<file path="config.mk">
export PLATFORM = sky130hd
export DESIGN_NAME = mem_atop_unit
export DESIGN_NICKNAME = d
export VERILOG_FILES = /design/src/mem_tile_pkg.sv /design/src/mem_atop_unit.sv
export VERILOG_INCLUDE_DIRS = /design/src /design/src/include
export SDC_FILE = /design/constraint.sdc
export NUM_CORES = 1
export LEC_CHECK = 0
export BUFFER_PORTS_ARGS = -buffer_cell sky130_fd_sc_hd__buf_4
export CORE_MARGIN = 2
export CORE_UTILIZATION = 54
export DETAILED_ROUTE_END_ITERATION = 16
export PLACE_DENSITY_LB_ADDON = 0.2
export REMOVE_ABC_BUFFERS = 1
export SLEW_MARGIN = 40
export SYNTH_ARGS = -nofsm -noshare
export SYNTH_HDL_FRONTEND = slang
export SYNTH_SLANG_ARGS = --single-unit
export TNS_END_PERCENT = 30
</file>
<file path="constraint.sdc">
create_clock -name clk_i -period 5.68 [get_ports clk_i]
set_input_delay 1.136 -clock clk_i [delete_from_list [all_inputs] [get_ports clk_i]]
set_output_delay 1.136 -clock clk_i [all_outputs]
set_load 0.02 [all_outputs]
</file>
<file path="src/include/mem_tile_defs.svh">
/*
  Width and depth settings of the memory tile.
  MEM_NUM_BANKS * SRAM_DATA_W must equal MEM_DATA_W, and AMO_WORD_W must equal SRAM_DATA_W
  so that one atomic lane maps onto one bank. MEM_ADDR_W must equal the sum of the address
  field widths that the package derives from these values.
*/
`ifndef MEM_TILE_DEFS_SVH
`define MEM_TILE_DEFS_SVH

// Tile word and its byte enables
`define MEM_DATA_W      64
`define MEM_BE_W        (`MEM_DATA_W / 8)

// One SRAM macro
`define SRAM_DATA_W     32
`define SRAM_NUM_WORDS  64

// Macro arrangement, banks side by side and rows in depth
`define MEM_NUM_BANKS   2
`define MEM_NUM_ROWS    2

// Byte address, 1 KiB in total
`define MEM_ADDR_W      10

`define MEM_ID_W        4

// Operand width of the atomic operations
`define AMO_WORD_W      32

`endif

</file>
<file path="src/mem_tile_pkg.sv">
/*
  Types shared by the memory tile and its checker.
  The address union only lines up while the derived field widths add up to MEM_ADDR_W.
*/
`include "mem_tile_defs.svh"

package mem_tile_pkg;

  // Address field widths
  localparam int unsigned ROW_SEL_W   = $clog2(`MEM_NUM_ROWS);
  localparam int unsigned SRAM_ADDR_W = $clog2(`SRAM_NUM_WORDS);
  localparam int unsigned BANK_SEL_W  = $clog2(`MEM_NUM_BANKS);
  localparam int unsigned BYTE_OFF_W  = $clog2(`SRAM_DATA_W / 8);

  typedef logic [`MEM_DATA_W-1:0] mem_data_t;
  typedef logic [`MEM_BE_W-1:0]   mem_be_t;
  typedef logic [`MEM_ID_W-1:0]   mem_id_t;

  typedef struct packed {
    logic [ROW_SEL_W-1:0]   row_sel;
    logic [SRAM_ADDR_W-1:0] sram_addr;
    logic [BANK_SEL_W-1:0]  bank_sel;
    logic [BYTE_OFF_W-1:0]  byte_off;
  } mem_addr_fields_t;

  // Byte address for the requester, fields for the tile
  typedef union packed {
    logic [`MEM_ADDR_W-1:0] raw;
    mem_addr_fields_t       f;
  } mem_addr_u;

  typedef enum logic [2:0] {
    AMO_NONE,
    AMO_SWAP,
    AMO_ADD,
    AMO_AND,
    AMO_OR,
    AMO_XOR
  } amo_op_e;

  typedef struct packed {
    mem_addr_u addr;
    logic      we;
    mem_data_t wdata;
    mem_be_t   be;
    amo_op_e   amo;
    mem_id_t   id;
  } mem_req_t;

  typedef struct packed {
    mem_data_t rdata;
    mem_id_t   id;
  } mem_rsp_t;

  // Command into the bank array, always accepted
  typedef struct packed {
    logic      req;
    logic      we;
    mem_addr_u addr;
    mem_data_t wdata;
    mem_be_t   be;
  } sram_req_t;

endpackage

</file>
<file path="src/mem_atop_unit.sv">
/*
  Request front end of the tile, one request in flight at a time.
  Plain requests respond one cycle after acceptance, atomic ones after two.
  The atomic operand sits in its own 32-bit lane of wdata, bank_sel picks the lane,
  and the request byte enables are ignored. Writes respond with zero data.
*/
`timescale 1ns/1ps
`include "mem_tile_defs.svh"

module mem_atop_unit
  import mem_tile_pkg::*;
(
  input  logic      clk_i,
  input  logic      rst_n_i,
  input  logic      req_valid_i,
  output logic      req_ready_o,
  input  mem_req_t  req_i,
  output logic      rsp_valid_o,
  input  logic      rsp_ready_i,
  output mem_rsp_t  rsp_o,
  output sram_req_t sram_cmd_o,
  input  mem_data_t sram_rdata_i
);

  localparam int unsigned AMO_LANES = `MEM_DATA_W / `AMO_WORD_W;
  localparam int unsigned LANE_BE_W = `AMO_WORD_W / 8;

  typedef enum logic [1:0] {
    ST_IDLE,
    ST_AMO_RD,
    ST_RSP
  } state_e;

  state_e    state_q;
  state_e    state_d;
  logic      req_accept;
  logic      rsp_done;
  logic      is_amo;
  logic      rd_pend_q;
  mem_req_t  req_q;
  mem_data_t rdata_q;

  logic [AMO_LANES-1:0][`AMO_WORD_W-1:0] old_lanes;
  logic [AMO_LANES-1:0][`AMO_WORD_W-1:0] op_lanes;
  logic [AMO_LANES-1:0][LANE_BE_W-1:0]   amo_be;
  logic [`AMO_WORD_W-1:0]                amo_old;
  logic [`AMO_WORD_W-1:0]                amo_operand;
  logic [`AMO_WORD_W-1:0]                amo_result;

  assign is_amo      = (req_i.amo != AMO_NONE);
  assign req_ready_o = (state_q == ST_IDLE);
  assign rsp_valid_o = (state_q == ST_RSP);
  assign req_accept  = req_valid_i && req_ready_o;
  assign rsp_done    = rsp_valid_o && rsp_ready_i;

  ////////////////////////////////////////////////////////////////////////////
  // Control FSM
  ////////////////////////////////////////////////////////////////////////////

  always_comb begin
    state_d = state_q;
    unique case (state_q)
      ST_IDLE: begin
        if (req_accept) begin
          state_d = is_amo ? ST_AMO_RD : ST_RSP;
        end
      end
      ST_AMO_RD: state_d = ST_RSP;
      ST_RSP: begin
        if (rsp_done) begin
          state_d = ST_IDLE;
        end
      end
      default: state_d = ST_IDLE;
    endcase
  end

  always_ff @(posedge clk_i or negedge rst_n_i) begin
    if (!rst_n_i) begin
      state_q   <= ST_IDLE;
      rd_pend_q <= 1'b0;
    end else begin
      state_q   <= state_d;
      // SRAM read data shows up in the cycle after the read command
      rd_pend_q <= req_accept && (is_amo || !req_i.we);
    end
  end

  ////////////////////////////////////////////////////////////////////////////
  // Request and response data
  ////////////////////////////////////////////////////////////////////////////

  always_ff @(posedge clk_i) begin
    if (req_accept) begin
      req_q <= req_i;
    end
    if (req_accept && !is_amo && req_i.we) begin
      rdata_q <= '0;
    end else if (rd_pend_q) begin
      rdata_q <= sram_rdata_i;
    end
  end

  // Bypass on the first cycle of a plain read response, register afterwards
  assign rsp_o.rdata = rd_pend_q ? sram_rdata_i : rdata_q;
  assign rsp_o.id    = req_q.id;

  ////////////////////////////////////////////////////////////////////////////
  // Atomic lane
  ////////////////////////////////////////////////////////////////////////////

  assign old_lanes   = sram_rdata_i;
  assign op_lanes    = req_q.wdata;
  assign amo_old     = old_lanes[req_q.addr.f.bank_sel];
  assign amo_operand = op_lanes[req_q.addr.f.bank_sel];

  always_comb begin
    unique case (req_q.amo)
      AMO_SWAP: amo_result = amo_operand;
      AMO_ADD:  amo_result = amo_old + amo_operand;
      AMO_AND:  amo_result = amo_old & amo_operand;
      AMO_OR:   amo_result = amo_old | amo_operand;
      AMO_XOR:  amo_result = amo_old ^ amo_operand;
      default:  amo_result = amo_old;
    endcase
  end

  always_comb begin
    amo_be                          = '0;
    amo_be[req_q.addr.f.bank_sel]   = '1;
  end

  ////////////////////////////////////////////////////////////////////////////
  // SRAM command
  ////////////////////////////////////////////////////////////////////////////

  always_comb begin
    sram_cmd_o       = '0;
    sram_cmd_o.addr  = req_i.addr;
    sram_cmd_o.wdata = req_i.wdata;
    sram_cmd_o.be    = req_i.be;
    if (state_q == ST_IDLE) begin
      // Plain access, or the read half of an atomic
      sram_cmd_o.req = req_accept;
      sram_cmd_o.we  = req_i.we && !is_amo;
    end else if (state_q == ST_AMO_RD) begin
      sram_cmd_o.req   = 1'b1;
      sram_cmd_o.we    = 1'b1;
      sram_cmd_o.addr  = req_q.addr;
      sram_cmd_o.wdata = {AMO_LANES{amo_result}};
      sram_cmd_o.be    = amo_be;
    end
  end

endmodule

</file>
## Word level (Yosys, flattened, before mapping)

Index checks and enable logic that the tools add are counted.
W data, S select, Z words.

- Register bits: 148
- Output and inout bits: 154
- Logic and storage cells: 50
- Input port bits: 158

- Equality and inequality tests: 9
- Add/subtract/negate cells: 1
- Magnitude comparators: 2
- Multiplexer cells: 15
- Reductions and logical operators: 13
- Bitwise gates (word level): 3

Operators with widths:

| kind | count |
|---|---|
| $pmux W32 S5 | 1 |
| $mux W32 | 4 |
| $mux W84 | 1 |
| $mux W82 | 1 |
| $mux W64 | 1 |
| $add A32 B32 Y32 | 1 |
| $and A32 B32 Y32 | 1 |
| $or A32 B32 Y32 | 1 |
| $xor A32 B32 Y32 | 1 |
| $mux W2 | 4 |
| $logic_and A1 B1 Y1 | 7 |
| $eq A3 B2 Y1 const B | 2 |
| $eq A3 B3 Y1 const B | 2 |
| $pmux W2 S3 | 1 |
| $demux W4 S1 | 1 |
| $mux W4 | 1 |
| $ne A2 B1 Y1 const B | 2 |
| $eq A3 B1 Y1 const B | 1 |
| $reduce_bool A3 Y1 | 1 |
| $eq A2 B1 Y1 const B | 1 |
| $eq A2 B2 Y1 const B | 1 |
| $logic_not A1 Y1 | 2 |
| $logic_not A2 Y1 | 1 |
| $lt A1 B2 Y1 const B | 1 |
| other kinds (3) | 3 |

## Logic depth before layout (Yosys ltp)

- Depth after elaboration: 6
- Depth in mapped cells: 15
- Gate-level depth less buffers: 12

## Worst setup path before layout

No wires, ideal clock.

- Kind: in2out
- Start: input port sram_rdata_i[32]
- End: output port sram_cmd_o[38] (netlist bit)
- Data required time: 4,544 ps
- Stages: 11
- Arrival time: 3,768 ps
- Path buffers: 0
- Path slack: 776 ps
- Cell sequence: mux2_2 ha_1 inv_1 fa_1 and2b_1 o211ai_1 a21bo_4 a211o_1 a21o_1 and3b_1 o311ai_1

RTL lines:

| item | line | source |
|---|---|---|
| start: declaration | mem_atop_unit.sv:22 | `input mem_data_t sram_rdata_i` |
| end: declaration | mem_atop_unit.sv:21 | `output sram_req_t sram_cmd_o,` |

==> summary.md <==
Count of buffers from port buffering: 311. Clock-pin slew on the worst setup and hold paths: 70 ps. Counting every instance in the synthesized netlist gives 1234.

The post-synthesis adder-cell area fraction came out at 7.473%. Counting cells, the worst reg-to-reg path comes to 3. For the cell area after synthesis, the log shows 10980 sq um. Clock skew on the completed layout was measured at 7.000 ps.

The die covers 21500 sq um. At the end of the flow, the number of nets in the layout was 1722. The flip-flop cell with the highest count after synthesis was edfxtp_1. The slew at the pin with the worst max-slew slack was 862.2 ps. The worst register-to-register path ends at rdata_q[47]. In the routed layout, each cell is associated on average with a via count of 5.888. The synthesized netlist devotes 21.60% of its cell area to compound gates. The leakage power summed over all cells was 0.006533 uW.

The overall die width works out to 146.6 um. The run gives 3610 ps as the setup slack of the worst register-to-register path. Cell internal power was estimated by the tool at 3795 uW.

The path category of the worst min-delay check is primary input to async pin. The biggest area consumer among synthesized cells was edfxtp_1. Kind of capture point of the worst setup path: an output pin. The most frequent standard cell in the layout excluding fill and tap cells was buf_4. Ranked by total cell area, the synthesized netlist is headed by edfxtp_1 (22%), dfxtp_1 (12%), mux2_2 (8.4%). The tools report the count of different cell masters after synthesis as 69. The synthesized design contains 148 register bits.

Count of TritonRoute iterations in the first routing pass: 5. Slowest cell on the critical path: nor3_1. Averaged over all synthesized cells, the footprint is 8.900 sq um. Shortest clock period the worst path allows after layout: 5288 ps.

The H-tree was split into 4 levels. The setup violation total in the final timing report was 0; the power per standard cell area was 474.0 nW/um^2. Together, buffers and inverters on the worst path number 3.

After floorplanning, the core was divided into 52 placement rows. The final route contains 10492 vias. The number of enable flip-flop cells after synthesis is 81. For this run, asynchronously set or reset flops after synthesis account for 2.027%. The first global-routing pass estimated 51210 um of wire. Across the run, the number of max-cap violations was 0. For the worst-skew pair, the clock arrives at the later sink with an insertion delay of 440 ps. Across every metal layer, demand over resource in global routing totals 29.77%. Category of the most critical setup path: flip-flop to output pin. The switching part of the total power is 43.16%. The area growth from synthesis to final layout is 28.22%, and the largest fanout on the critical path is 35. TritonCTS built the clock tree. In this run, the number of DRC markers left after iteration 0 of detailed routing was 882. Number of pins exceeding their max-slew limit in the final report: 0.

The area share of the largest cell type after synthesis is 22.15%. The synthesized-area fraction occupied by and/or/nand/nor cells is 12.63%. After Yosys synthesis, XOR and XNOR cells account for 0.9569% of the synthesized area. The number of hold violations in the final report is 0. The run gives 0 as the remaining design rule violation count.

The number of placed I/O pins was 312; the net switching component of the power was 2881 uW. The average wire per standard cell came out at 18.40 um. Of the available clock period, the critical path in the final layout requires 93.10%. In the final layout, the multi-input gates occupy 6459 sq um. The total chip power came out at 6676 uW. CTS placed an instance of clkbuf_16 at the clock tree root. The peak per-stage delay on the critical path is 580 ps, and the number of inserted diodes is 0. For the wire length after detailed routing, the log shows 32780 um. In the layout the commonest cells are buf_4 (333), nand2_1 (144), inv_1 (96). The worst hold margin is 471.9 ps. For the via count of the first global-routing pass, the log shows 9921. The run gives 70.05% as the utilization after layout.

For this run, the top clock speed supported by timing is 0.1891 GHz. Counting along the longest clock path gives a buffer depth of 2. The run gives 24.6% as the part of the total power dissipated in sequential elements. The final estimated routing congestion in global placement is 0.9840.

STA puts the critical path data arrival time at 4150 ps. The worst setup path is launched from a flip-flop. Detailed placement ended at an HPWL of 23850 um.

Entering global routing, the biggest net connects 67 pins. At the worst endpoint, the required time is 4540 ps. Once detail routing completed, the nets flagged for antenna violations numbered 0. Across the whole layout, storage elements account for 3790 sq um. Summed over all layers, the global routing overflow is 0.

The mux contribution to synthesized area was 15.90%. The sequential area share after synthesis was 34.50%; the share of post-route cells with drive strength above 1 was 30.95%. Counting every sink on the clock net gives 148.

During synthesis, Yosys emitted a total of 0 warnings. The cell type group with the largest total delay on the critical path is simple AND/OR/NAND/NOR gates. The total area inside the core boundary comes to 20100 sq um. After synthesis, the largest family of logic cells by area is compound AO/OA/AOI/OAI gates. The run finished with clean final reports. The die is 146.6 um tall. The run gives 1639 as the total of fill cells in the finished design. The signal on the critical path passes through buf_4 > buf_12 > mux2i_1 > ha_1 > nand2_1 > or3_1 > nor3_1 > o21ai_0 > a31oi_1 > nand2_1 > buf_4.

The share of total power dissipated in the clock network is 17.1%. For the relative max-transition margin, the log shows 42.38%. The tools report the origin of the critical flop-to-flop path as rd_pend_q.

The combinational power share was 58.3%; the clock buffer count from CTS was 17. The initial antenna violation count is 0, and the initial cell density of the core is 54.63%. Setup repair after global routing left no endpoint under its margin. Peak supply drop: 0.3440 mV.
==> final cells by class <==
| class | count | area share (%) |
|---|---|---|
| sequential | 148 | 26.91 |
| inverter | 97 | 2.621 |
| multi-input combinational | 900 | 45.86 |
| clock buffer | 17 | 3.021 |
| clock inverter | 15 | 1.146 |
| tap | 270 | 2.399 |
| timing repair buffer | 335 | 18.04 |
==> kinds of logic after synthesis <==
family / Yosys count
XOR/XNOR: 12
AND/OR/NAND/NOR: 315
buffers and inverters: 186
multiplexers: 163
AO/OA/AOI/OAI: 345
adder cells (fa/ha/maj): 65
flip-flops: 148
==> routing by layer <==
| layer | share of wire, % | vias up | wire (um) | track usage [%] |
|---|---|---|---|---|
| met5 | 0 | - | 0 | 0 |
| met4 | 3.1 | 0 | 1016 | 11.65 |
| met3 | 8.4 | 75 | 2743 | 6.781 |
| met2 | 47 | 484 | 15350 | 48.47 |
| met1 | 42 | 4956 | 13670 | 38.57 |
| li1 | - | 4977 | - | - |
==> worst max path at each step <==
stage	start	endpoint	depth (start not counted)
2_1_floorplan	req_q[82]	sram_cmd_o[38]	12
3_3_place_gp	sram_rdata_i[32]	sram_cmd_o[60]	13
3_5_place_dp	sram_rdata_i[32]	sram_cmd_o[28]	13
4_1_cts	req_q[82]	sram_cmd_o[28]	14
5_1_grt	req_q[82]	sram_cmd_o[28]	14
6_report	req_q[82]	sram_cmd_o[67]	11
==> what timing repair did <==
| item | in CTS | in global routing |
|---|---|---|
| buffers inserted | 0 | 5 |
| setup endpoints to repair | 0 | 1 |
| hold buffers | 0 | 0 |
| endpoints found under the hold margin | 0 | 0 |
| resized for setup | 0 | 0 |
==> Yosys cell counts, drive strengths merged (3+ instances only) <==
library cell,instances
o21ai,54
nand2,146
or3,9
ha,64
nand4,10
mux2i,80
a21oi,78
xnor2,12
nor2b,7
o221ai,12
and2,3
a21o,27
nor3,15
buf,41
edfxtp,81
nor2,74
o211ai,15
a311oi,5
o21bai,6
mux2,82
o311ai,3
o22ai,8
o21a,72
nand2b,4
a211o,4
inv,97
nand3,29
clkbuf,48
a221o,4
and3,8
a211oi,16
dfrtp,3
a221oi,13
o2111a,3
a31oi,3
a22oi,7
dfxtp,64
==> power groups by stage <==
stage	clock [uW]	combinational (uW)	sequential [uW]
4_1_cts	1160	3870	1650
6_report	1140	3890	1640
3_5_place_dp	0	3850	1670
3_3_place_gp	0	3780	1650
5_1_grt	1190	4200	1680
2_1_floorplan	0	2470	1720
==> worst reg2reg max path, cell delays in order, from the launching register on <==
cell and delay [ps]:
dfrtp_2 880, buf_4 560, mux2_2 430, o21a_1 100
==> flip-flops by register name (all words and copies together) (netlist names) <==
signal     cells
rsp_o          4
rdata_q       64
req_q         13
rd_pend_q      1
op_lanes      64
state_q        2
==> metrics by stage <==
step | cell area (sq um) | instances | setup WS (ps) | setup TNS, ps
3_5_place_dp | 13460 | 1745 | 530.8 | 0
3_3_place_gp | 13450 | 1745 | 608.5 | 0
6_report | 14080 | 1782 | 392.0 | 0
4_1_cts | 14040 | 1777 | 321.4 | 0
2_1_floorplan | 10590 | 1145 | -567.7 | -3413
5_1_grt | 14080 | 1782 | 115.6 | 0
Power figures use the tool's default switching activity.
